### config.mk
export PLATFORM = sky130hd
export DESIGN_NAME = excp_stage_top
export DESIGN_NICKNAME = d
export VERILOG_FILES = /design/src/logic/excp_pkg.sv /design/src/logic/excp_ifs.sv /design/src/logic/inst_decode.sv /design/src/logic/addr_check.sv /design/src/logic/tlb_array.sv /design/src/logic/excp_handler.sv /design/src/logic/excp_csr.sv /design/src/logic/excp_stage_top.sv
export SDC_FILE = /design/constraint.sdc
export NUM_CORES = 1
export LEC_CHECK = 0
export BUFFER_PORTS_ARGS = -buffer_cell sky130_fd_sc_hd__buf_4
export CORE_ASPECT_RATIO = 1.5
export CORE_MARGIN = 2
export CORE_UTILIZATION = 62
export DETAILED_ROUTE_END_ITERATION = 7
export GPL_TIMING_DRIVEN = 1
export MAX_ROUTING_LAYER = met4
export PLACE_DENSITY = 0.86
export SETUP_SLACK_MARGIN = 0.05
export SLEW_MARGIN = 20
export SYNTH_ARGS = -nofsm -noshare
export SYNTH_HDL_FRONTEND = slang
export SYNTH_SLANG_ARGS = --single-unit
### constraint.sdc
create_clock -name clk_i -period 10.7 [get_ports clk_i]
set_input_delay 0.535 -clock clk_i [delete_from_list [all_inputs] [get_ports clk_i]]
set_output_delay 0.535 -clock clk_i [all_outputs]
set_load 0.005 [all_outputs]
### src/logic/excp_pkg.sv
`default_nettype none

package excp_pkg;

    localparam int ECODE_W = 6;
    localparam int ESUB_W  = 9;
    localparam int HINT_W  = 2;
    localparam int PLV_W   = 2;

    // First-level exception codes
    localparam logic [ECODE_W-1:0] ECODE_PIL  = 6'h01;
    localparam logic [ECODE_W-1:0] ECODE_PIS  = 6'h02;
    localparam logic [ECODE_W-1:0] ECODE_PIF  = 6'h03;
    localparam logic [ECODE_W-1:0] ECODE_PME  = 6'h04;
    localparam logic [ECODE_W-1:0] ECODE_PPI  = 6'h07;
    localparam logic [ECODE_W-1:0] ECODE_ADE  = 6'h08;
    localparam logic [ECODE_W-1:0] ECODE_ALE  = 6'h09;
    localparam logic [ECODE_W-1:0] ECODE_SYS  = 6'h0b;
    localparam logic [ECODE_W-1:0] ECODE_BRK  = 6'h0c;
    localparam logic [ECODE_W-1:0] ECODE_INE  = 6'h0d;
    localparam logic [ECODE_W-1:0] ECODE_IPE  = 6'h0e;
    localparam logic [ECODE_W-1:0] ECODE_TLBR = 6'h3f;

    localparam logic [ESUB_W-1:0] ESUBCODE_ADEF = 9'd0;
    localparam logic [ESUB_W-1:0] ESUBCODE_ADEM = 9'd1;

    localparam logic [HINT_W-1:0] HINT_NONE    = 2'd0;
    localparam logic [HINT_W-1:0] HINT_SYSCALL = 2'd1;
    localparam logic [HINT_W-1:0] HINT_INVALID = 2'd2;

    localparam logic [1:0] SIZE_B = 2'd0;
    localparam logic [1:0] SIZE_H = 2'd1;
    localparam logic [1:0] SIZE_W = 2'd2;

    localparam logic [PLV_W-1:0] PLV_USER = 2'd3;

    localparam int TLB_ENTRIES   = 8;
    localparam int TLB_IDX_W     = 3;
    localparam int VPPN_W        = 19;
    localparam int VPN_LSB       = 13;
    localparam int USER_VA_LIMIT = 31;

    // Opcode fields of the decoded subset
    localparam logic [9:0]  OP10_LD_B    = 10'h0a0;
    localparam logic [9:0]  OP10_LD_H    = 10'h0a1;
    localparam logic [9:0]  OP10_LD_W    = 10'h0a2;
    localparam logic [9:0]  OP10_ST_B    = 10'h0a4;
    localparam logic [9:0]  OP10_ST_H    = 10'h0a5;
    localparam logic [9:0]  OP10_ST_W    = 10'h0a6;
    localparam logic [9:0]  OP10_CACOP   = 10'h018;
    localparam logic [14:0] OP15_SYSBRK  = 15'h0015;
    localparam logic [16:0] OP17_INVTLB  = 17'h00c93;
    localparam logic [31:0] INST_ERTN    = 32'h0648_3800;
    localparam logic [31:0] INST_TLBFILL = 32'h0648_3400;
    localparam logic [31:0] INST_TLBWR   = 32'h0648_3000;
    localparam logic [31:0] INST_NOP     = 32'h0340_0000;
    localparam logic [4:0]  INVTLB_OP_MAX = 5'd6;

    // Low 26 bits of the instruction, two readings
    typedef union packed {
        struct packed {
            logic [8:0]  pad;
            logic        sys_sel;   // 1 SYSCALL, 0 BREAK
            logic        rsvd;
            logic [14:0] code;
        } sys;
        struct packed {
            logic [10:0] pad;
            logic [4:0]  rk;
            logic [4:0]  rj;
            logic [4:0]  op;
        } invtlb;
    } inst_tail_u;

endpackage

`default_nettype wire

### src/logic/excp_ifs.sv
`default_nettype none

interface decode_if;
    import excp_pkg::*;

    logic              mem_valid;
    logic              mem_write;
    logic [1:0]        mem_size;
    logic              cacop;
    logic              invtlb_en;
    logic              priv_inst;
    logic              ertn;
    logic [HINT_W-1:0] exception_hint;
    inst_tail_u        tail;

    modport src (output mem_valid, mem_write, mem_size, cacop, invtlb_en, priv_inst, ertn,
                 output exception_hint, tail);
    modport dst (input mem_valid, mem_write, mem_size, cacop, invtlb_en, priv_inst, ertn,
                 input exception_hint, tail);
endinterface

interface excp_flow_if;
    logic adef;
    logic itlbr;
    logic pif;
    logic ippi;
    logic ale;
    logic adem;

    modport src (output adef, itlbr, pif, ippi, ale, adem);
    modport dst (input adef, itlbr, pif, ippi, ale, adem);
endinterface

interface tlb_resp_if;
    import excp_pkg::*;

    logic [VPPN_W-1:0] vpn;
    logic              found;
    logic              v;
    logic              d;
    logic [PLV_W-1:0]  plv;

    modport requester (output vpn, input found, v, d, plv);
    modport responder (input vpn, output found, v, d, plv);
endinterface

`default_nettype wire

### src/logic/inst_decode.sv
`default_nettype none

module inst_decode (
    input  logic [31:0] inst_i,
    decode_if.src       dec
);
    import excp_pkg::*;

    always_comb begin
        dec.mem_valid      = 1'b0;
        dec.mem_write      = 1'b0;
        dec.mem_size       = inst_i[23:22];   // Width field of LD/ST
        dec.cacop          = 1'b0;
        dec.invtlb_en      = 1'b0;
        dec.priv_inst      = 1'b0;
        dec.ertn           = 1'b0;
        dec.exception_hint = HINT_NONE;
        dec.tail           = inst_i[25:0];

        case (inst_i[31:22])
            OP10_LD_B, OP10_LD_H, OP10_LD_W: begin
                dec.mem_valid = 1'b1;
            end
            OP10_ST_B, OP10_ST_H, OP10_ST_W: begin
                dec.mem_valid = 1'b1;
                dec.mem_write = 1'b1;
            end
            OP10_CACOP: begin
                dec.cacop     = 1'b1;
                dec.priv_inst = 1'b1;
            end
            default: begin
                if (inst_i[31:17] == OP15_SYSBRK && !inst_i[15]) begin
                    dec.exception_hint = HINT_SYSCALL;   // SYSCALL or BREAK
                end else if (inst_i[31:15] == OP17_INVTLB) begin
                    dec.invtlb_en = 1'b1;
                    dec.priv_inst = 1'b1;
                end else if (inst_i == INST_ERTN) begin
                    dec.ertn      = 1'b1;
                    dec.priv_inst = 1'b1;
                end else if (inst_i == INST_TLBFILL || inst_i == INST_TLBWR) begin
                    dec.priv_inst = 1'b1;
                end else if (inst_i != INST_NOP) begin
                    dec.exception_hint = HINT_INVALID;
                end
            end
        endcase
    end

endmodule

`default_nettype wire

### src/logic/addr_check.sv
`default_nettype none

module addr_check (
    input  logic [31:0]                pc_i,
    input  logic [31:0]                lsu_va_i,
    input  logic [excp_pkg::PLV_W-1:0] plv_i,
    input  logic                       trans_en_i,
    decode_if.dst                      dec,
    tlb_resp_if.requester              fetch_tlb,
    tlb_resp_if.requester              data_tlb,
    excp_flow_if.src                   flow
);
    import excp_pkg::*;

    logic user_mode;
    logic misaligned;

    assign user_mode = (plv_i == PLV_USER);

    assign fetch_tlb.vpn = pc_i[31:VPN_LSB];
    assign data_tlb.vpn  = lsu_va_i[31:VPN_LSB];

    always_comb begin
        case (dec.mem_size)
            SIZE_B:  misaligned = 1'b0;
            SIZE_H:  misaligned = lsu_va_i[0];
            SIZE_W:  misaligned = |lsu_va_i[1:0];
            default: misaligned = 1'b1;   // Reserved width
        endcase
    end

    // Fetch side
    assign flow.adef  = (|pc_i[1:0]) || (pc_i[USER_VA_LIMIT] && user_mode);
    assign flow.itlbr = trans_en_i && !fetch_tlb.found;
    assign flow.pif   = trans_en_i && fetch_tlb.found && !fetch_tlb.v;
    assign flow.ippi  = trans_en_i && fetch_tlb.found && fetch_tlb.v &&
                        (plv_i > fetch_tlb.plv);

    // Data side, memory instructions only
    assign flow.ale  = dec.mem_valid && misaligned;
    assign flow.adem = (dec.mem_valid || dec.cacop) && lsu_va_i[USER_VA_LIMIT] && user_mode;

endmodule

`default_nettype wire

### src/logic/tlb_array.sv
`default_nettype none

module tlb_array (
    input  logic                            clk_i,
    input  logic                            rst_i,
    input  logic                            we_i,
    input  logic [excp_pkg::TLB_IDX_W-1:0]  idx_i,
    input  logic [excp_pkg::VPPN_W-1:0]     vppn_i,
    input  logic                            v_i,
    input  logic                            d_i,
    input  logic [excp_pkg::PLV_W-1:0]      plv_i,
    tlb_resp_if.responder                   fetch_tlb,
    tlb_resp_if.responder                   data_tlb
);
    import excp_pkg::*;

    logic [TLB_ENTRIES-1:0] ent_e;
    logic [VPPN_W-1:0]      ent_vppn [TLB_ENTRIES];
    logic [TLB_ENTRIES-1:0] ent_v;
    logic [TLB_ENTRIES-1:0] ent_d;
    logic [PLV_W-1:0]       ent_plv [TLB_ENTRIES];
    logic [TLB_ENTRIES-1:0] f_hit;
    logic [TLB_ENTRIES-1:0] d_hit;
    logic [TLB_IDX_W-1:0]   f_idx;
    logic [TLB_IDX_W-1:0]   d_idx;

    // Lowest matching index wins
    function automatic logic [TLB_IDX_W-1:0] first_hit(input logic [TLB_ENTRIES-1:0] hit);
        logic [TLB_IDX_W-1:0] idx;
        idx = '0;
        for (int i = TLB_ENTRIES - 1; i >= 0; i--) begin
            if (hit[i]) begin
                idx = i[TLB_IDX_W-1:0];
            end
        end
        return idx;
    endfunction

    always_ff @(posedge clk_i) begin
        if (rst_i) begin
            ent_e <= '0;
        end else if (we_i) begin
            ent_e[idx_i] <= 1'b1;
        end
    end

    always_ff @(posedge clk_i) begin
        if (we_i) begin
            ent_vppn[idx_i] <= vppn_i;
            ent_v[idx_i]    <= v_i;
            ent_d[idx_i]    <= d_i;
            ent_plv[idx_i]  <= plv_i;
        end
    end

    for (genvar i = 0; i < TLB_ENTRIES; i++) begin : g_cmp
        assign f_hit[i] = ent_e[i] && (ent_vppn[i] == fetch_tlb.vpn);
        assign d_hit[i] = ent_e[i] && (ent_vppn[i] == data_tlb.vpn);
    end

    assign f_idx = first_hit(f_hit);
    assign d_idx = first_hit(d_hit);

    assign fetch_tlb.found = |f_hit;
    assign fetch_tlb.v     = (|f_hit) && ent_v[f_idx];
    assign fetch_tlb.d     = (|f_hit) && ent_d[f_idx];
    assign fetch_tlb.plv   = ent_plv[f_idx];

    assign data_tlb.found = |d_hit;
    assign data_tlb.v     = (|d_hit) && ent_v[d_idx];
    assign data_tlb.d     = (|d_hit) && ent_d[d_idx];
    assign data_tlb.plv   = ent_plv[d_idx];

endmodule

`default_nettype wire

### src/logic/excp_handler.sv
`default_nettype none

module excp_handler (
    decode_if.dst                         dec,
    excp_flow_if.dst                      flow,
    tlb_resp_if.requester                 data_tlb,
    input  logic [31:0]                   vpc_i,
    input  logic [31:0]                   vlsu_i,
    input  logic                          trans_en_i,
    input  logic [excp_pkg::PLV_W-1:0]    plv_i,
    output logic [excp_pkg::ECODE_W-1:0]  ecode_o,
    output logic [excp_pkg::ESUB_W-1:0]   esubcode_o,
    output logic                          excp_trigger_o,
    output logic [31:0]                   bad_va_o,
    output logic                          va_error_o,
    output logic                          tlbrefill_o,
    output logic                          tlbehi_update_o,
    output logic                          ipe_o
);
    import excp_pkg::*;

    logic mem_op;
    logic bad_invtlb;
    logic dmap;

    assign mem_op     = dec.mem_valid || dec.cacop;
    assign bad_invtlb = dec.invtlb_en && (dec.tail.invtlb.op > INVTLB_OP_MAX);
    assign dmap       = trans_en_i && mem_op;   // Data access goes through the TLB

    always_comb begin
        ecode_o         = '0;
        esubcode_o      = '0;
        excp_trigger_o  = 1'b1;
        bad_va_o        = vpc_i;
        va_error_o      = 1'b0;
        tlbrefill_o     = 1'b0;
        tlbehi_update_o = 1'b0;
        ipe_o           = 1'b0;

        if (flow.adef) begin
            ecode_o    = ECODE_ADE;
            esubcode_o = ESUBCODE_ADEF;
            va_error_o = 1'b1;
        end else if (flow.itlbr) begin
            ecode_o         = ECODE_TLBR;
            va_error_o      = 1'b1;
            tlbrefill_o     = 1'b1;
            tlbehi_update_o = 1'b1;
        end else if (flow.pif || flow.ippi) begin
            ecode_o         = flow.pif ? ECODE_PIF : ECODE_PPI;
            va_error_o      = 1'b1;
            tlbehi_update_o = 1'b1;
        end else if (dec.exception_hint == HINT_SYSCALL) begin
            ecode_o = dec.tail.sys.sys_sel ? ECODE_SYS : ECODE_BRK;
        end else if (dec.exception_hint == HINT_INVALID || bad_invtlb) begin
            ecode_o = ECODE_INE;
        end else if (dec.priv_inst && plv_i == PLV_USER) begin
            ecode_o = ECODE_IPE;
            ipe_o   = 1'b1;
        end else if (flow.ale) begin
            ecode_o    = ECODE_ALE;
            bad_va_o   = vlsu_i;
            va_error_o = 1'b1;
        end else if (flow.adem) begin
            ecode_o    = ECODE_ADE;
            esubcode_o = ESUBCODE_ADEM;
            bad_va_o   = vlsu_i;
            va_error_o = 1'b1;
        end else if (dmap && !data_tlb.found) begin
            ecode_o         = ECODE_TLBR;
            bad_va_o        = vlsu_i;
            va_error_o      = 1'b1;
            tlbrefill_o     = 1'b1;
            tlbehi_update_o = 1'b1;
        end else if (dmap && !data_tlb.v) begin
            ecode_o         = dec.mem_write ? ECODE_PIS : ECODE_PIL;
            bad_va_o        = vlsu_i;
            va_error_o      = 1'b1;
            tlbehi_update_o = 1'b1;
        end else if (trans_en_i && dec.mem_valid && plv_i > data_tlb.plv) begin
            ecode_o         = ECODE_PPI;
            bad_va_o        = vlsu_i;
            va_error_o      = 1'b1;
            tlbehi_update_o = 1'b1;
        end else if (trans_en_i && dec.mem_write && !data_tlb.d) begin
            ecode_o         = ECODE_PME;   // Store to clean page
            bad_va_o        = vlsu_i;
            va_error_o      = 1'b1;
            tlbehi_update_o = 1'b1;
        end else begin
            excp_trigger_o = 1'b0;
        end
    end

endmodule

`default_nettype wire

### src/logic/excp_csr.sv
`default_nettype none

module excp_csr (
    input  logic                          clk_i,
    input  logic                          rst_i,
    input  logic                          valid_i,
    input  logic                          mode_we_i,
    input  logic [excp_pkg::PLV_W-1:0]    mode_plv_i,
    input  logic                          mode_pg_i,
    decode_if.dst                         dec,
    input  logic                          excp_trigger_i,
    input  logic [excp_pkg::ECODE_W-1:0]  ecode_i,
    input  logic [excp_pkg::ESUB_W-1:0]   esubcode_i,
    input  logic [31:0]                   bad_va_i,
    input  logic                          va_error_i,
    input  logic                          tlbrefill_i,
    input  logic                          tlbehi_update_i,
    input  logic [31:0]                   pc_i,
    output logic [excp_pkg::PLV_W-1:0]    plv_o,
    output logic                          trans_en_o,
    output logic [31:0]                   era_o,
    output logic [31:0]                   estat_o,
    output logic [31:0]                   badv_o,
    output logic [31:0]                   tlbehi_o
);
    import excp_pkg::*;

    logic [PLV_W-1:0] plv_q;
    logic             pg_q;
    logic [PLV_W-1:0] pplv_q;   // PRMD
    logic             ppg_q;
    logic             commit;
    logic             ertn_go;

    assign commit  = valid_i && excp_trigger_i;
    assign ertn_go = valid_i && dec.ertn && !excp_trigger_i;

    always_ff @(posedge clk_i) begin
        if (rst_i) begin
            plv_q    <= '0;
            pg_q     <= 1'b0;
            pplv_q   <= '0;
            ppg_q    <= 1'b0;
            era_o    <= '0;
            estat_o  <= '0;
            badv_o   <= '0;
            tlbehi_o <= '0;
        end else if (commit) begin
            pplv_q  <= plv_q;
            ppg_q   <= pg_q;
            plv_q   <= '0;
            era_o   <= pc_i;
            estat_o <= {1'b0, esubcode_i, ecode_i, 16'h0000};
            if (tlbrefill_i) begin
                pg_q <= 1'b0;   // Refill handler runs untranslated
            end
            if (va_error_i) begin
                badv_o <= bad_va_i;
            end
            if (tlbehi_update_i) begin
                tlbehi_o <= {bad_va_i[31:VPN_LSB], {VPN_LSB{1'b0}}};
            end
        end else if (ertn_go) begin
            plv_q <= pplv_q;
            pg_q  <= ppg_q;
        end else if (mode_we_i) begin
            plv_q <= mode_plv_i;
            pg_q  <= mode_pg_i;
        end
    end

    assign plv_o      = plv_q;
    assign trans_en_o = pg_q;

endmodule

`default_nettype wire

### src/logic/excp_stage_top.sv
`default_nettype none

module excp_stage_top (
    input  logic                          clk_i,
    input  logic                          rst_i,
    input  logic                          inst_valid_i,
    input  logic [31:0]                   inst_i,
    input  logic [31:0]                   pc_i,
    input  logic [31:0]                   lsu_va_i,
    input  logic                          mode_we_i,
    input  logic [excp_pkg::PLV_W-1:0]    mode_plv_i,
    input  logic                          mode_pg_i,
    input  logic                          tlb_we_i,
    input  logic [excp_pkg::TLB_IDX_W-1:0] tlb_idx_i,
    input  logic [excp_pkg::VPPN_W-1:0]   tlb_vppn_i,
    input  logic                          tlb_v_i,
    input  logic                          tlb_d_i,
    input  logic [excp_pkg::PLV_W-1:0]    tlb_plv_i,
    output logic                          excp_o,
    output logic [excp_pkg::ECODE_W-1:0]  ecode_o,
    output logic [excp_pkg::ESUB_W-1:0]   esubcode_o,
    output logic [excp_pkg::PLV_W-1:0]    plv_o,
    output logic [31:0]                   era_o,
    output logic [31:0]                   badv_o,
    output logic [31:0]                   tlbehi_o
);
    import excp_pkg::*;

    decode_if    dec_bus ();
    excp_flow_if flow_bus ();
    tlb_resp_if  fetch_tlb ();
    tlb_resp_if  data_tlb ();

    logic        trans_en;
    logic        excp_trigger;
    logic [31:0] bad_va;
    logic        va_error;
    logic        tlbrefill;
    logic        tlbehi_update;

    assign excp_o = inst_valid_i && excp_trigger;

    inst_decode u_decode (
        .inst_i (inst_i),
        .dec    (dec_bus)
    );

    addr_check u_addr_check (
        .pc_i       (pc_i),
        .lsu_va_i   (lsu_va_i),
        .plv_i      (plv_o),
        .trans_en_i (trans_en),
        .dec        (dec_bus),
        .fetch_tlb  (fetch_tlb),
        .data_tlb   (data_tlb),
        .flow       (flow_bus)
    );

    tlb_array u_tlb (
        .clk_i     (clk_i),
        .rst_i     (rst_i),
        .we_i      (tlb_we_i),
        .idx_i     (tlb_idx_i),
        .vppn_i    (tlb_vppn_i),
        .v_i       (tlb_v_i),
        .d_i       (tlb_d_i),
        .plv_i     (tlb_plv_i),
        .fetch_tlb (fetch_tlb),
        .data_tlb  (data_tlb)
    );

    excp_handler u_handler (
        .dec             (dec_bus),
        .flow            (flow_bus),
        .data_tlb        (data_tlb),
        .vpc_i           (pc_i),
        .vlsu_i          (lsu_va_i),
        .trans_en_i      (trans_en),
        .plv_i           (plv_o),
        .ecode_o         (ecode_o),
        .esubcode_o      (esubcode_o),
        .excp_trigger_o  (excp_trigger),
        .bad_va_o        (bad_va),
        .va_error_o      (va_error),
        .tlbrefill_o     (tlbrefill),
        .tlbehi_update_o (tlbehi_update),
        .ipe_o           ()
    );

    excp_csr u_csr (
        .clk_i           (clk_i),
        .rst_i           (rst_i),
        .valid_i         (inst_valid_i),
        .mode_we_i       (mode_we_i),
        .mode_plv_i      (mode_plv_i),
        .mode_pg_i       (mode_pg_i),
        .dec             (dec_bus),
        .excp_trigger_i  (excp_trigger),
        .ecode_i         (ecode_o),
        .esubcode_i      (esubcode_o),
        .bad_va_i        (bad_va),
        .va_error_i      (va_error),
        .tlbrefill_i     (tlbrefill),
        .tlbehi_update_i (tlbehi_update),
        .pc_i            (pc_i),
        .plv_o           (plv_o),
        .trans_en_o      (trans_en),
        .era_o           (era_o),
        .estat_o         (),
        .badv_o          (badv_o),
        .tlbehi_o        (tlbehi_o)
    );

endmodule

`default_nettype wire

==> results of run 1 <==
-- through the flow --
step           instance area (sq um)  std cells  hold WS (ns)  power, W
5_1_grt                        17900       1885         0.200   0.00263
4_1_cts                        17900       1884         0.205   0.00257
3_5_place_dp                   17000       1835         0.464   0.00160
3_3_place_gp                   17000       1835         0.461   0.00160
2_1_floorplan                  15300       1373         0.455   0.00143
6_report                       17900       1885         0.206   0.00258
-- flip-flops by register name, indices dropped and copies added (netlist names) --
register,cells
u_tlb.ent_vppn,152
u_csr.tlbehi_o,19
u_tlb.ent_d,8
u_csr.plv_o,2
u_csr.badv_o,32
u_csr.trans_en_o,1
u_tlb.ent_plv,16
u_csr.pplv_q,2
u_tlb.ent_e,8
u_csr.era_o,32
u_csr.ppg_q,1
u_tlb.ent_v,8
-- placed cells by master, fill, tap and decap left out, types with 62 or more instances in the layout --
master      n
dfxtp_1    97
nor2_1     85
edfxtp_1  184
xor2_1    156
xnor2_1   148
nand4_1    71
a21oi_1    69
mux2i_1    77
buf_4     233
nor4_1     62
-- synthesized netlist by cell type, types with 3 or more instances --
| cell | instances | share of area (%) |
|---|---|---|
| nand3_1 | 13 | 0.43 |
| o311ai_1 | 3 | 0.17 |
| o31ai_1 | 30 | 1.5 |
| nand4_1 | 71 | 2.9 |
| o221a_2 | 3 | 0.22 |
| nor4b_1 | 15 | 0.86 |
| o21ai_0 | 14 | 0.46 |
| clkbuf_1 | 16 | 0.39 |
| xnor2_1 | 148 | 8.5 |
| nor3_1 | 17 | 0.56 |
| xor2_1 | 156 | 9.0 |
| nand2_1 | 43 | 1.1 |
| edfxtp_1 | 184 | 36 |
| or3_1 | 3 | 0.12 |
| mux2_2 | 11 | 0.81 |
| a211oi_2 | 16 | 1.3 |
| dfxtp_1 | 97 | 13 |
| nor3_2 | 3 | 0.20 |
| nor4_1 | 62 | 2.5 |
| buf_4 | 24 | 1.2 |
| buf_6 | 5 | 0.37 |
| a211oi_1 | 9 | 0.44 |
| ha_1 | 4 | 0.33 |
| nor2b_1 | 5 | 0.21 |
| and3_1 | 7 | 0.29 |
| o31a_1 | 3 | 0.17 |
| o211ai_1 | 4 | 0.20 |
| buf_2 | 49 | 1.6 |
| a21oi_1 | 70 | 2.3 |
| o22ai_1 | 4 | 0.16 |
| nor2_1 | 91 | 2.2 |
| and2_1 | 5 | 0.21 |
| nand2b_1 | 7 | 0.29 |
| nor3b_1 | 5 | 0.25 |
| a21o_1 | 3 | 0.15 |
| mux2i_1 | 77 | 5.1 |
| inv_1 | 19 | 0.47 |
-- report_power, final --
group / leakage (nW) / internal (W) / total (W) / switching [W]
clock network: 0.450 / 0.000557 / 0.000988 / 0.000432
logic: 3.61 / 0.000136 / 0.000356 / 0.000221
registers: 2.47 / 0.00120 / 0.00124 / 0.0000348
total: 6.53 / 0.00189 / 0.00258 / 0.000687
-- per-layer routing --
layer  wire length, um  part of all wire (%)  vias up
met1             17600                    31     6047
met2             28200                    49      932
met4              6440                    11        0
met5                 0                     0        -
met3              5160                   9.0      338
li1                  -                     -     5326
-- worst max-delay path by stage --
stage,cells past startpoint,to,slack [ns],startpoint
global placement,22,u_csr.badv_o[1]$_SDFFE_PP0P_,4.20,lsu_va_i[24]
finish,17,excp_o,3.71,u_tlb.ent_vppn[1][8]$_DFFE_PP_
detailed placement,22,u_csr.badv_o[1]$_SDFFE_PP0P_,4.12,lsu_va_i[24]
CTS,17,excp_o,3.98,u_tlb.ent_vppn[1][8]$_DFFE_PP_
global route,17,excp_o,3.56,u_tlb.ent_vppn[1][8]$_DFFE_PP_
floorplan,21,excp_o,5.46,lsu_va_i[27]
-- cell type report --
cell class              instances  area, sq um  area share (%)
flip-flops and latches        281         7470            41.7
multi-input cells             977         7270            40.6
repair buffers                233         1750            9.78
clock buffers                  33          759            4.25
well taps                     324          405            2.27
clock inverters                16          159           0.888
inverters                      20         77.6           0.434
diodes                          1         2.50          0.0140
-- cells by family (layout without fill, tap and decap cells) --
family / count (synthesis) / in the layout / synth area share [%]
simple gates: 361 / 361 / 13.1
xor+xnor: 304 / 304 / 17.5
flops: 281 / 281 / 49.0
compound gates: 197 / 197 / 9.89
buf+inv: 115 / 302 / 4.09
mux: 90 / 90 / 6.05
fa+ha+maj: 4 / 4 / 0.329
other cells: 1 / 22 / 0.0246
-- worst max-delay path, cell delays in order, from the launching register on --
cell	delay, ns
edfxtp_1	0.49
xor2_1	0.19
nor4_1	0.89
nand4_1	0.45
nand4_1	0.32
nand2b_1	0.43
mux2_2	0.39
nor2_1	0.08
a21oi_1	0.05
a21oi_1	0.16
ha_1	0.25
a21oi_1	0.13
a21oi_1	0.09
or3_1	0.38
o31a_1	0.41
o31ai_4	0.54
inv_4	0.37
buf_4	0.25
==> impl_metrics.prom, run 1 <==
# TYPE chip_impl_metric gauge
chip_impl_info{name="holdPathEnd",value="u_tlb.ent_plv[2][1]$_DFFE_PP_"} 1
chip_impl_metric{name="post-dp-hpwl",unit="um"} 41100
chip_impl_metric{name="layout_filler_cell_count",unit=""} 1712
chip_impl_metric{name="preCtsSetupSlack",unit="ns"} 4.12
chip_impl_metric{name="synthesis.area",unit="sq mm"} 0.0152
chip_impl_metric{name="tns",unit="ns"} 0
chip_impl_metric{name="route.final.wire_length",unit="um"} 57400
chip_impl_metric{name="die_area",unit="sq mm"} 0.0259
chip_impl_metric{name="pwr_density_cell",unit="mW/mm^2"} 144
chip_impl_metric{name="insertion_delay",unit="ns"} 0.58
chip_impl_info{name="cp-end-kind",value="primary output"} 1
chip_impl_metric{name="first_pass_iters",unit=""} 6
chip_impl_metric{name="timing.fmax",unit="MHz"} 143
chip_impl_metric{name="final-hold-violation-count",unit=""} 0
chip_impl_metric{name="antenna_found_initial",unit=""} 1
chip_impl_info{name="criticalPathCategory",value="reg -> out"} 1
chip_impl_metric{name="globalRouteMet3Util",unit="%"} 10.1
chip_impl_metric{name="number_of_warnings_issued_by_yosys",unit=""} 0
chip_impl_metric{name="detail_route.drc_violations",unit=""} 0
chip_impl_metric{name="chipWidth",unit="um"} 132
chip_impl_metric{name="r2r_setup_slack",unit="ns"} 4.50
chip_impl_info{name="grt_busiest_layer",value="met2"} 1
chip_impl_metric{name="synth_enable_flop_cells",unit=""} 184
chip_impl_metric{name="globalRouteOverflowTotal",unit=""} 0
chip_impl_metric{name="max-clock-path-buffers",unit=""} 3
chip_impl_info{name="grt_setup_unrepaired",value="no"} 1
chip_impl_metric{name="initial_utilization",unit="%"} 62.8
chip_impl_metric{name="placement_rows",unit=""} 70
chip_impl_metric{name="final_max_slew_viol_count",unit=""} 0
chip_impl_metric{name="yosys_register_bits",unit=""} 281
chip_impl_metric{name="antenna_left",unit=""} 0
chip_impl_metric{name="power.leakage",unit="nW"} 6.53
chip_impl_metric{name="design.core.area",unit="sq mm"} 0.0243
chip_impl_metric{name="worst-slew-pin-transition",unit="ns"} 1.09
chip_impl_info{name="cts_tree",value="done"} 1
chip_impl_metric{name="final_layout_size_suffix_gt1_share",unit="%"} 22.4
chip_impl_metric{name="detailroute.via_count",unit=""} 12600
chip_impl_info{name="worst_hold_path_type",value="in -> reg"} 1
chip_impl_metric{name="drt_iter0_drc",unit=""} 1357
chip_impl_metric{name="gp_congestion",unit=""} 1.09
chip_impl_metric{name="netlist_instances",unit=""} 1353
chip_impl_metric{name="post_cts_hold_buffer_count",unit=""} 0
chip_impl_metric{name="grt_util_met2",unit="%"} 75.9
chip_impl_metric{name="fp.dieH",unit="um"} 196
chip_impl_info{name="timing.rr.start",value="u_tlb.ent_vppn[1][8]$_DFFE_PP_"} 1
chip_impl_metric{name="layout_min_cycle_time",unit="ns"} 6.99
chip_impl_metric{name="ys_seq_area_share",unit="%"} 49.0
chip_impl_metric{name="post_cts.repair.setup_buffers",unit=""} 0
chip_impl_metric{name="cts-buffers-inserted",unit=""} 27
chip_impl_info{name="worstSetupStartpointType",value="flop"} 1
chip_impl_info{name="capture_point_of_the_worst_reg_to_reg_path",value="u_csr.trans_en_o$_SDFFE_PP0P_"} 1
chip_impl_metric{name="finalSetupViolCount",unit=""} 0
chip_impl_metric{name="timing.max_cap.violations",unit=""} 0
chip_impl_metric{name="critical_path.max_fanout",unit=""} 37
chip_impl_metric{name="area_delta_synth_final",unit="%"} 17.5
chip_impl_metric{name="cts_resized",unit=""} 0
chip_impl_info{name="critical_hold_path_startpoint",value="tlb_plv_i[1]"} 1
chip_impl_metric{name="synthArstFlopShare",unit="%"} 0
chip_impl_metric{name="grt.met1_usage",unit="%"} 42.7
chip_impl_metric{name="critical_path_required",unit="ns"} 10.17
chip_impl_metric{name="cts-htree-levels",unit=""} 1
chip_impl_metric{name="vias_per_cell",unit=""} 6.71
chip_impl_metric{name="finalClockSkew",unit="ns"} 0.0305
chip_impl_metric{name="final_util",unit="%"} 73.7
chip_impl_metric{name="arrival",unit="ns"} 6.45
chip_impl_metric{name="clk_pin_slew",unit="ns"} 0.07
chip_impl_metric{name="cts.sink_count",unit=""} 281
chip_impl_metric{name="first_global_vias",unit=""} 12700
chip_impl_metric{name="timing.final.ws_setup",unit="ns"} 3.71
chip_impl_metric{name="grt_max_degree",unit=""} 63
chip_impl_metric{name="i_o_buffers",unit=""} 222
chip_impl_metric{name="syn-mean-instance-area",unit="sq um"} 11.3
chip_impl_metric{name="ports",unit=""} 244
chip_impl_metric{name="wire_length_of_the_first_global_routing_pass",unit="um"} 81100
chip_impl_metric{name="worstRegToRegCells",unit=""} 18
chip_impl_metric{name="synth_cell_type_count",unit=""} 80
chip_impl_info{name="cts.root.buffer_cell",value="clkbuf_16"} 1
chip_impl_metric{name="fin_crit_sh",unit="%"} 65.3
chip_impl_metric{name="worst_slew_margin_rel",unit="%"} 27.2
chip_impl_info{name="status",value="completed"} 1
chip_impl_metric{name="worst_ir_drop_vdd",unit="mV"} 0.172
chip_impl_metric{name="routedWlPerCell",unit="um"} 30.5
chip_impl_metric{name="num-nets-final",unit=""} 1674
chip_impl_metric{name="track_usage",unit="%"} 45.0
chip_impl_metric{name="min_path_cells",unit=""} 1
chip_impl_info{name="synth_top_flop_cell",value="edfxtp_1"} 1
(Power assumes the default switching activity.)
==> run 2: changes to the inputs <==
--- a/config.mk
+++ b/config.mk
@@ -8,11 +8,11 @@
 export BUFFER_PORTS_ARGS = -buffer_cell sky130_fd_sc_hd__buf_4
 export CORE_ASPECT_RATIO = 1.5
 export CORE_MARGIN = 2
-export CORE_UTILIZATION = 62
+export CORE_UTILIZATION = 52
 export DETAILED_ROUTE_END_ITERATION = 7
 export GPL_TIMING_DRIVEN = 1
 export MAX_ROUTING_LAYER = met4
-export PLACE_DENSITY = 0.86
+export PLACE_DENSITY = 0.77
 export SETUP_SLACK_MARGIN = 0.05
 export SLEW_MARGIN = 20
 export SYNTH_ARGS = -nofsm -noshare
==> constraint.sdc (replaced) <==
create_clock -name clk_i -period 6.3 [get_ports clk_i]
set_input_delay 0.315 -clock clk_i [delete_from_list [all_inputs] [get_ports clk_i]]
set_output_delay 0.315 -clock clk_i [all_outputs]
set_load 0.005 [all_outputs]
==> run 2 against run 1 <==
  * Via count down 3.8%
  * Non-clock buffer count up 29
  * Clock power up 70%
  * Wire length down 5.0%
  * Clock-buffer cell count up 11
  * First-iteration DRC count down 34%
  * Cell area up 2.2%
  * Final cell count up 5.1%
  * Register-to-register slack worse by 4.1 ns
==> impl_metrics.prom, run 2 (same netlist as run 1, synthesis figures left out) <==
# TYPE chip_impl_metric gauge
chip_impl_info{name="status",value="completed"} 1
chip_impl_metric{name="grt_max_degree",unit=""} 63
chip_impl_metric{name="ports",unit=""} 244
chip_impl_metric{name="globalRouteOverflowTotal",unit=""} 0
chip_impl_metric{name="die_area",unit="sq mm"} 0.0307
chip_impl_metric{name="cp_slowest_stage_delay",unit="ns"} 0.42
chip_impl_info{name="worstSetupStartpointType",value="flop"} 1
chip_impl_metric{name="max-clock-path-buffers",unit=""} 3
chip_impl_info{name="cp-end-kind",value="primary output"} 1
chip_impl_metric{name="area_delta_synth_final",unit="%"} 20.0
chip_impl_info{name="worst_hold_path_type",value="in -> reg"} 1
chip_impl_metric{name="antenna_left",unit=""} 0
chip_impl_info{name="cts_tree",value="done"} 1
chip_impl_metric{name="final-hold-violation-count",unit=""} 0
chip_impl_metric{name="pwr_density_cell",unit="mW/mm^2"} 239
chip_impl_metric{name="diodes",unit=""} 0
chip_impl_info{name="cp_slowest_cell",value="edfxtp_1"} 1
chip_impl_metric{name="antenna_found_initial",unit=""} 0
chip_impl_info{name="regMostFlops",value="u_tlb.ent_vppn"} 1
chip_impl_metric{name="largest_reg_flops",unit=""} 152
chip_impl_metric{name="power_frac_comb",unit="%"} 13.6
chip_impl_metric{name="chipWidth",unit="um"} 144
chip_impl_metric{name="gp_congestion",unit=""} 1.05
chip_impl_info{name="timing.critical_path.mode_cell",value="a221oi_4"} 1
chip_impl_metric{name="arrival",unit="ns"} 5.70
chip_impl_metric{name="first_global_vias",unit=""} 11800
chip_impl_metric{name="timing.max_cap.violations",unit=""} 0
chip_impl_metric{name="worst_ir_drop_vdd",unit="mV"} 0.223
chip_impl_metric{name="clk_pin_slew",unit="ns"} 0.07
chip_impl_metric{name="critical_path_required",unit="ns"} 5.98
chip_impl_metric{name="wire_length_of_the_first_global_routing_pass",unit="um"} 76400
chip_impl_metric{name="tns",unit="ns"} 0
chip_impl_metric{name="seq_power_share",unit="%"} 47.9
chip_impl_metric{name="layout_min_cycle_time",unit="ns"} 6.01
chip_impl_metric{name="cts.sink_count",unit=""} 281
chip_impl_metric{name="worst_path_bufs_invs",unit=""} 2
chip_impl_metric{name="post-dp-hpwl",unit="um"} 38000
chip_impl_metric{name="power.internal",unit="W"} 0.00323
chip_impl_metric{name="timing.fmax",unit="MHz"} 166
chip_impl_info{name="path_delay_family",value="compound AO/OA/AOI/OAI gates"} 1
chip_impl_metric{name="power.share.switching",unit="%"} 26.1
chip_impl_metric{name="first_pass_iters",unit=""} 5
chip_impl_metric{name="track_usage",unit="%"} 35.8
chip_impl_metric{name="drt_iter0_drc",unit=""} 889
chip_impl_metric{name="worst-slew-pin-transition",unit="ns"} 1.04
chip_impl_metric{name="worst_hold_slack",unit="ns"} 0.0250
chip_impl_metric{name="cts-buffers-inserted",unit=""} 28
chip_impl_info{name="grt_setup_unrepaired",value="no"} 1
chip_impl_metric{name="num-nets-final",unit=""} 1704
chip_impl_metric{name="insertion_delay",unit="ns"} 0.59
chip_impl_metric{name="power.leakage",unit="nW"} 6.67
chip_impl_metric{name="routedWlPerCell",unit="um"} 27.5
chip_impl_metric{name="finalSetupViolCount",unit=""} 0
chip_impl_metric{name="i_o_buffers",unit=""} 222
chip_impl_info{name="cts.root.buffer_cell",value="clkbuf_16"} 1
chip_impl_metric{name="detail_route.drc_violations",unit=""} 0
chip_impl_metric{name="worstRegToRegCells",unit=""} 20
chip_impl_metric{name="fp.dieH",unit="um"} 214
chip_impl_metric{name="initial_utilization",unit="%"} 52.9
chip_impl_metric{name="final_max_slew_viol_count",unit=""} 0
chip_impl_metric{name="final_layout_size_suffix_gt1_share",unit="%"} 22.7
chip_impl_metric{name="worst_slew_margin_rel",unit="%"} 30.3
chip_impl_metric{name="vias_per_cell",unit=""} 6.14
chip_impl_metric{name="placement_rows",unit=""} 76
chip_impl_metric{name="finalClockSkew",unit="ns"} 0.0257
chip_impl_metric{name="detailroute.via_count",unit=""} 12200
chip_impl_metric{name="fin_crit_sh",unit="%"} 95.4
chip_impl_info{name="crit_path_cell_trace",value="xnor2_1 -> nand4_1 -> nor4b_1 -> and4_1 -> a221oi_4 -> o21ai_4 -> mux2_2 -> nand2_1 -> o21ai_0 -> a21oi_1 -> ha_1 -> nor2b_1 -> o2111ai_1 -> nor2_1 -> nor3_1 -> a221oi_4 -> a21o_2 -> o31ai_4 -> inv_4 -> buf_4"} 1
chip_impl_metric{name="design.core.area",unit="sq mm"} 0.0288
chip_impl_metric{name="stages_on_the_worst_setup_path",unit=""} 20
chip_impl_info{name="final_common_cell",value="buf_4"} 1
chip_impl_metric{name="total_switching_power",unit="W"} 0.00114
chip_impl_info{name="layout_common_cells",value="244 x buf_4, 184 x edfxtp_1, 156 x xor2_1, 148 x xnor2_1, 97 x dfxtp_1"} 1
chip_impl_metric{name="min_path_cells",unit=""} 3
chip_impl_metric{name="clkPwrFrac",unit="%"} 38.5
chip_impl_info{name="criticalPathCategory",value="reg -> out"} 1
chip_impl_metric{name="route.final.wire_length",unit="um"} 54500
chip_impl_metric{name="cts-htree-levels",unit=""} 1
chip_impl_metric{name="critical_path.max_fanout",unit=""} 14
chip_impl_info{name="largest_registers",value="u_tlb.ent_vppn x152, u_csr.badv_o x32, u_csr.era_o x32"} 1
==> run 2: layout make-up <==
| class | instances | area, sq um |
|---|---|---|
| flip-flops and latches | 281 | 7470 |
| clock inverters | 8 | 101 |
| inverters | 20 | 77.6 |
| multi-input cells | 977 | 7280 |
| clock buffers | 44 | 827 |
| fillers | 2359 | 10500 |
| repair buffers | 262 | 2040 |
| well taps | 390 | 488 |
==> run 2: final timing paths <==
path,from,endpoint,slack (ns)
worst max-delay path,u_tlb.ent_vppn[5][9]$_DFFE_PP_,excp_o,0.29
worst min-delay path,pc_i[1],u_csr.era_o[1]$_SDFFE_PP0P_,0.02
worst max register to register,u_tlb.ent_vppn[5][9]$_DFFE_PP_,u_csr.tlbehi_o[18]$_SDFFE_PP0P_,0.41
worst min register to register,u_csr.badv_o[31]$_SDFFE_PP0P_,u_csr.badv_o[31]$_SDFFE_PP0P_,0.49
==> run 2: repair_timing <==
item | in CTS | in global routing
endpoints found under the setup margin | 0 | 2
hold buffers | 15 | 0
resized for setup | 0 | 1
setup buffers | 0 | 5
hold endpoints to repair | 44 | 0
==> run 2: worst reg2reg max path: cells and delay by family (launching register included) <==
kind | cells | cell delay [ns]
AOI/OAI and AO/OA | 9 | 1.83
xor gates and xnor gates | 1 | 0.33
adders and majority gates | 1 | 0.30
buffers and inverters | 1 | 0.19
DFF | 1 | 0.42
muxes | 1 | 0.39
and+or+nand+nor | 7 | 2.27
==> run 2: power by group through the flow <==
stage                     clock network, W  logic [W]  registers, W
final                              0.00168   0.000596       0.00209
after detailed placement                 0   0.000577       0.00213
after floorplan                          0   0.000315       0.00212
after global routing               0.00176   0.000626       0.00210
after CTS                          0.00170   0.000586       0.00209
after global placement                   0   0.000574       0.00213
==> run 2: through the flow <==
step	setup WS, ns	total power [W]	cells	util, %	instance area, sq um
floorplan	1.50	0.00244	1373	-	15300
global placement	0.600	0.00270	1910	59.5	17200
detailed placement	0.508	0.00271	1910	59.5	17200
CTS	0.210	0.00438	1977	63.3	18200
global route	0.0168	0.00449	1982	63.4	18300
finish	0.288	0.00437	1982	63.4	18300
==> run 2: per-layer routing <==
layer / up-vias / global-route usage (%) / wire length, um
met5: - / - / 0
met4: 0 / 22.2 / 4030
met3: 190 / 4.33 / 4310
met2: 681 / 61.3 / 27100
met1: 5918 / 39.5 / 19000
li1: 5376 / - / -
==> run 3: changes to the inputs <==
--- a/config.mk
+++ b/config.mk
@@ -6,13 +6,15 @@
 export NUM_CORES = 1
 export LEC_CHECK = 0
 export BUFFER_PORTS_ARGS = -buffer_cell sky130_fd_sc_hd__buf_4
+export CELL_PAD_IN_SITES_DETAIL_PLACEMENT = 0
+export CELL_PAD_IN_SITES_GLOBAL_PLACEMENT = 2
 export CORE_ASPECT_RATIO = 1.5
 export CORE_MARGIN = 2
-export CORE_UTILIZATION = 52
+export CORE_UTILIZATION = 34
 export DETAILED_ROUTE_END_ITERATION = 7
 export GPL_TIMING_DRIVEN = 1
 export MAX_ROUTING_LAYER = met4
-export PLACE_DENSITY = 0.77
+export PLACE_DENSITY_LB_ADDON = 0.1
 export SETUP_SLACK_MARGIN = 0.05
 export SLEW_MARGIN = 20
 export SYNTH_ARGS = -nofsm -noshare
==> run 3 against run 2 <==
  * Combinational power increased by 3.7%
  * Utilization decreased by 21 points
  * Clock-buffer cell count decreased by 10
  * Largest cell class unchanged
  * Highest routed layer unchanged
==> impl_metrics.prom, run 3 (same netlist as run 1, synthesis figures left out) <==
# TYPE chip_impl_metric gauge
chip_impl_metric{name="vias_per_cell",unit=""} 5.38
chip_impl_metric{name="diodes",unit=""} 0
chip_impl_metric{name="layout_min_cycle_time",unit="ns"} 5.94
chip_impl_metric{name="critical_path_required",unit="ns"} 5.98
chip_impl_metric{name="arrival",unit="ns"} 5.62
chip_impl_metric{name="critical_path.max_fanout",unit=""} 6
chip_impl_metric{name="clk_pin_slew",unit="ns"} 0.06
chip_impl_info{name="status",value="completed"} 1
chip_impl_metric{name="routedWlPerCell",unit="um"} 28.9
chip_impl_metric{name="finalSetupViolCount",unit=""} 0
chip_impl_metric{name="initial_utilization",unit="%"} 34.2
chip_impl_metric{name="power.internal",unit="W"} 0.00342
chip_impl_metric{name="ports",unit=""} 244
chip_impl_metric{name="antenna_found_initial",unit=""} 0
chip_impl_metric{name="fp.dieH",unit="um"} 263
chip_impl_metric{name="sequential_cell_area",unit="sq mm"} 0.00747
chip_impl_info{name="layout_common_cells",value="258 x buf_4, 184 x edfxtp_1, 156 x xor2_1, 146 x xnor2_1, 97 x dfxtp_1"} 1
chip_impl_metric{name="power.leakage",unit="nW"} 6.84
chip_impl_metric{name="cts-buffers-inserted",unit=""} 29
chip_impl_info{name="worstSetupStartpointType",value="flop"} 1
chip_impl_metric{name="cts-htree-levels",unit=""} 1
chip_impl_metric{name="grt_max_degree",unit=""} 63
chip_impl_info{name="cts.root.buffer_cell",value="clkbuf_16"} 1
chip_impl_metric{name="m1WireLength",unit="um"} 23600
chip_impl_metric{name="placement_rows",unit=""} 95
chip_impl_info{name="highest_layer",value="met4"} 1
chip_impl_metric{name="dpl-instance-area",unit="sq mm"} 0.0175
chip_impl_metric{name="fin_crit_sh",unit="%"} 94.2
chip_impl_info{name="grt_setup_unrepaired",value="yes"} 1
chip_impl_metric{name="clkPwrFrac",unit="%"} 41.4
chip_impl_metric{name="max-clock-path-buffers",unit=""} 3
chip_impl_metric{name="worst-slew-pin-transition",unit="ns"} 1.02
chip_impl_info{name="largest_registers",value="u_tlb.ent_vppn x152, u_csr.badv_o x32, u_csr.era_o x32"} 1
chip_impl_metric{name="final_cell_area",unit="sq mm"} 0.0189
chip_impl_metric{name="area_delta_synth_final",unit="%"} 24.0
chip_impl_metric{name="i_o_buffers",unit=""} 222
chip_impl_info{name="cts_tree",value="done"} 1
chip_impl_info{name="criticalPathCategory",value="reg -> out"} 1
chip_impl_metric{name="detailroute.via_count",unit=""} 11800
chip_impl_metric{name="final_layout_size_suffix_gt1_share",unit="%"} 23.8
chip_impl_metric{name="final_cells",unit=""} 2201
chip_impl_metric{name="post-dp-hpwl",unit="um"} 47500
chip_impl_metric{name="drt_iter0_drc",unit=""} 675
chip_impl_metric{name="timing.max_cap.violations",unit=""} 0
chip_impl_metric{name="final-hold-violation-count",unit=""} 0
chip_impl_metric{name="insertion_delay",unit="ns"} 0.60
chip_impl_metric{name="gp_congestion",unit=""} 0.946
chip_impl_metric{name="power_frac_comb",unit="%"} 13.3
chip_impl_metric{name="worst_ir_drop_vdd",unit="mV"} 0.252
chip_impl_metric{name="timing.fmax",unit="MHz"} 168
chip_impl_metric{name="finalClockSkew",unit="ns"} 0.0187
chip_impl_metric{name="layout_filler_cell_count",unit=""} 4348
chip_impl_metric{name="tns",unit="ns"} 0
chip_impl_metric{name="wire_length_of_the_first_global_routing_pass",unit="um"} 89000
chip_impl_metric{name="detail_route.drc_violations",unit=""} 0
chip_impl_info{name="regMostFlops",value="u_tlb.ent_vppn"} 1
chip_impl_metric{name="dpl.cell_count",unit=""} 2119
chip_impl_metric{name="largest_reg_flops",unit=""} 152
chip_impl_metric{name="power.share.switching",unit="%"} 26.4
chip_impl_metric{name="worst_hold_slack",unit="ns"} 0.0216
chip_impl_metric{name="antenna_left",unit=""} 0
chip_impl_metric{name="chipWidth",unit="um"} 177
chip_impl_metric{name="wl_met3",unit="um"} 2590
chip_impl_metric{name="track_usage",unit="%"} 27.8
chip_impl_info{name="worst_hold_path_type",value="in -> reg"} 1
chip_impl_metric{name="met2_length",unit="um"} 33400
chip_impl_metric{name="worst_slew_margin_rel",unit="%"} 31.6
chip_impl_metric{name="pwr_density_cell",unit="mW/mm^2"} 246
chip_impl_metric{name="design.core.area",unit="sq mm"} 0.0446
chip_impl_info{name="final_common_cell",value="buf_4"} 1
chip_impl_metric{name="cts.sink_count",unit=""} 281
chip_impl_metric{name="num-nets-final",unit=""} 1730
chip_impl_metric{name="first_global_vias",unit=""} 12200
chip_impl_metric{name="final_max_slew_viol_count",unit=""} 0
chip_impl_info{name="cp-end-kind",value="primary output"} 1
chip_impl_metric{name="multi_input_gate_area_in_the_final_layout",unit="sq mm"} 0.00729
chip_impl_metric{name="seq_power_share",unit="%"} 45.2
chip_impl_metric{name="die_area",unit="sq mm"} 0.0465
chip_impl_metric{name="route.final.wire_length",unit="um"} 63600
chip_impl_metric{name="first_pass_iters",unit=""} 7
chip_impl_metric{name="total_switching_power",unit="W"} 0.00122
chip_impl_metric{name="globalRouteOverflowTotal",unit=""} 0
run 3: cell types whose count changed in the layout (fill, tap and decap cells not counted), moves of 4 or more:
cell,previous run,this run
buf_4,244,258
bufinv_16,1,6
clkbuf_1,7,3
clkbuf_2,4,0
clkinv_4,0,4
dlygate4sd3_1,15,26
run 3: worst max-delay path, stage by stage (launching register included):
cell and delay, ns:
edfxtp_1 0.55, xnor2_2 0.30, nor4b_1 0.29, nand3_1 0.17, or3_4 0.46, a221oi_4 0.39
o21ai_4 0.16, buf_4 0.18, mux2_2 0.27, o211ai_1 0.14, o21ai_0 0.12, ha_1 0.29
nand2_1 0.07, o2111ai_1 0.15, nor2_2 0.22, nor3b_2 0.09, a221oi_4 0.29, buf_4 0.15
o21ai_0 0.07, a21oi_1 0.15, o21ai_0 0.10, a211oi_1 0.25, buf_4 0.16
run 3: layout make-up:
| cell class | instances | share of cell area [%] |
|---|---|---|
| clock buffers | 34 | 4.05 |
| clock inverters | 20 | 1.57 |
| inverters | 20 | 0.411 |
| multi-input cells | 977 | 38.6 |
| flip-flops and latches | 281 | 39.5 |
| well taps | 582 | 3.86 |
| repair buffers | 287 | 12.0 |
run 3: what timing repair did:
item | CTS | global route
resized for setup | 2 | 3
hold buffers | 26 | 0
buffers inserted | 0 | 2
endpoints found under the setup margin | 2 | 3
endpoints found under the hold margin | 98 | 0
pin swaps | 0 | 1
run 3: layer usage:
layer  up-vias  global-route usage, %
met5         -                      -
met4         0                   14.5
met3       155                   2.70
met2       430                   50.0
met1      5810                   30.0
li1       5447                      -
run 3: worst paths after layout:
check | start | endpoint | slack (ns) | depth (start not counted)
worst max-delay path | u_tlb.ent_vppn[6][11]$_DFFE_PP_ | ecode_o[2] | 0.36 | 22
worst min-delay path | lsu_va_i[5] | u_csr.badv_o[5]$_SDFFE_PP0P_ | 0.02 | 3
worst max register to register | u_tlb.ent_vppn[6][11]$_DFFE_PP_ | u_csr.tlbehi_o[20]$_SDFFE_PP0P_ | 0.66 | 20
worst min register to register | u_csr.badv_o[31]$_SDFFE_PP0P_ | u_csr.badv_o[31]$_SDFFE_PP0P_ | 0.49 | 2
run 3: metrics by stage:
step                worst slack (ns)  utilization [%]  total power, W
finish                         0.363             42.4         0.00464
global route                  0.0306             42.4         0.00479
CTS                            0.141             42.3         0.00468
detailed placement            0.0836             39.3         0.00274
global placement              0.0126             39.3         0.00275
floorplan                       1.50                -         0.00244
run 3: power by group through the flow:
stage	logic (W)	registers (W)	clock network, W
after floorplan	0.000315	0.00212	0
after global placement	0.000608	0.00214	0
after detailed placement	0.000605	0.00214	0
after CTS	0.000621	0.00210	0.00196
after global routing	0.000657	0.00211	0.00203
final	0.000618	0.00210	0.00192
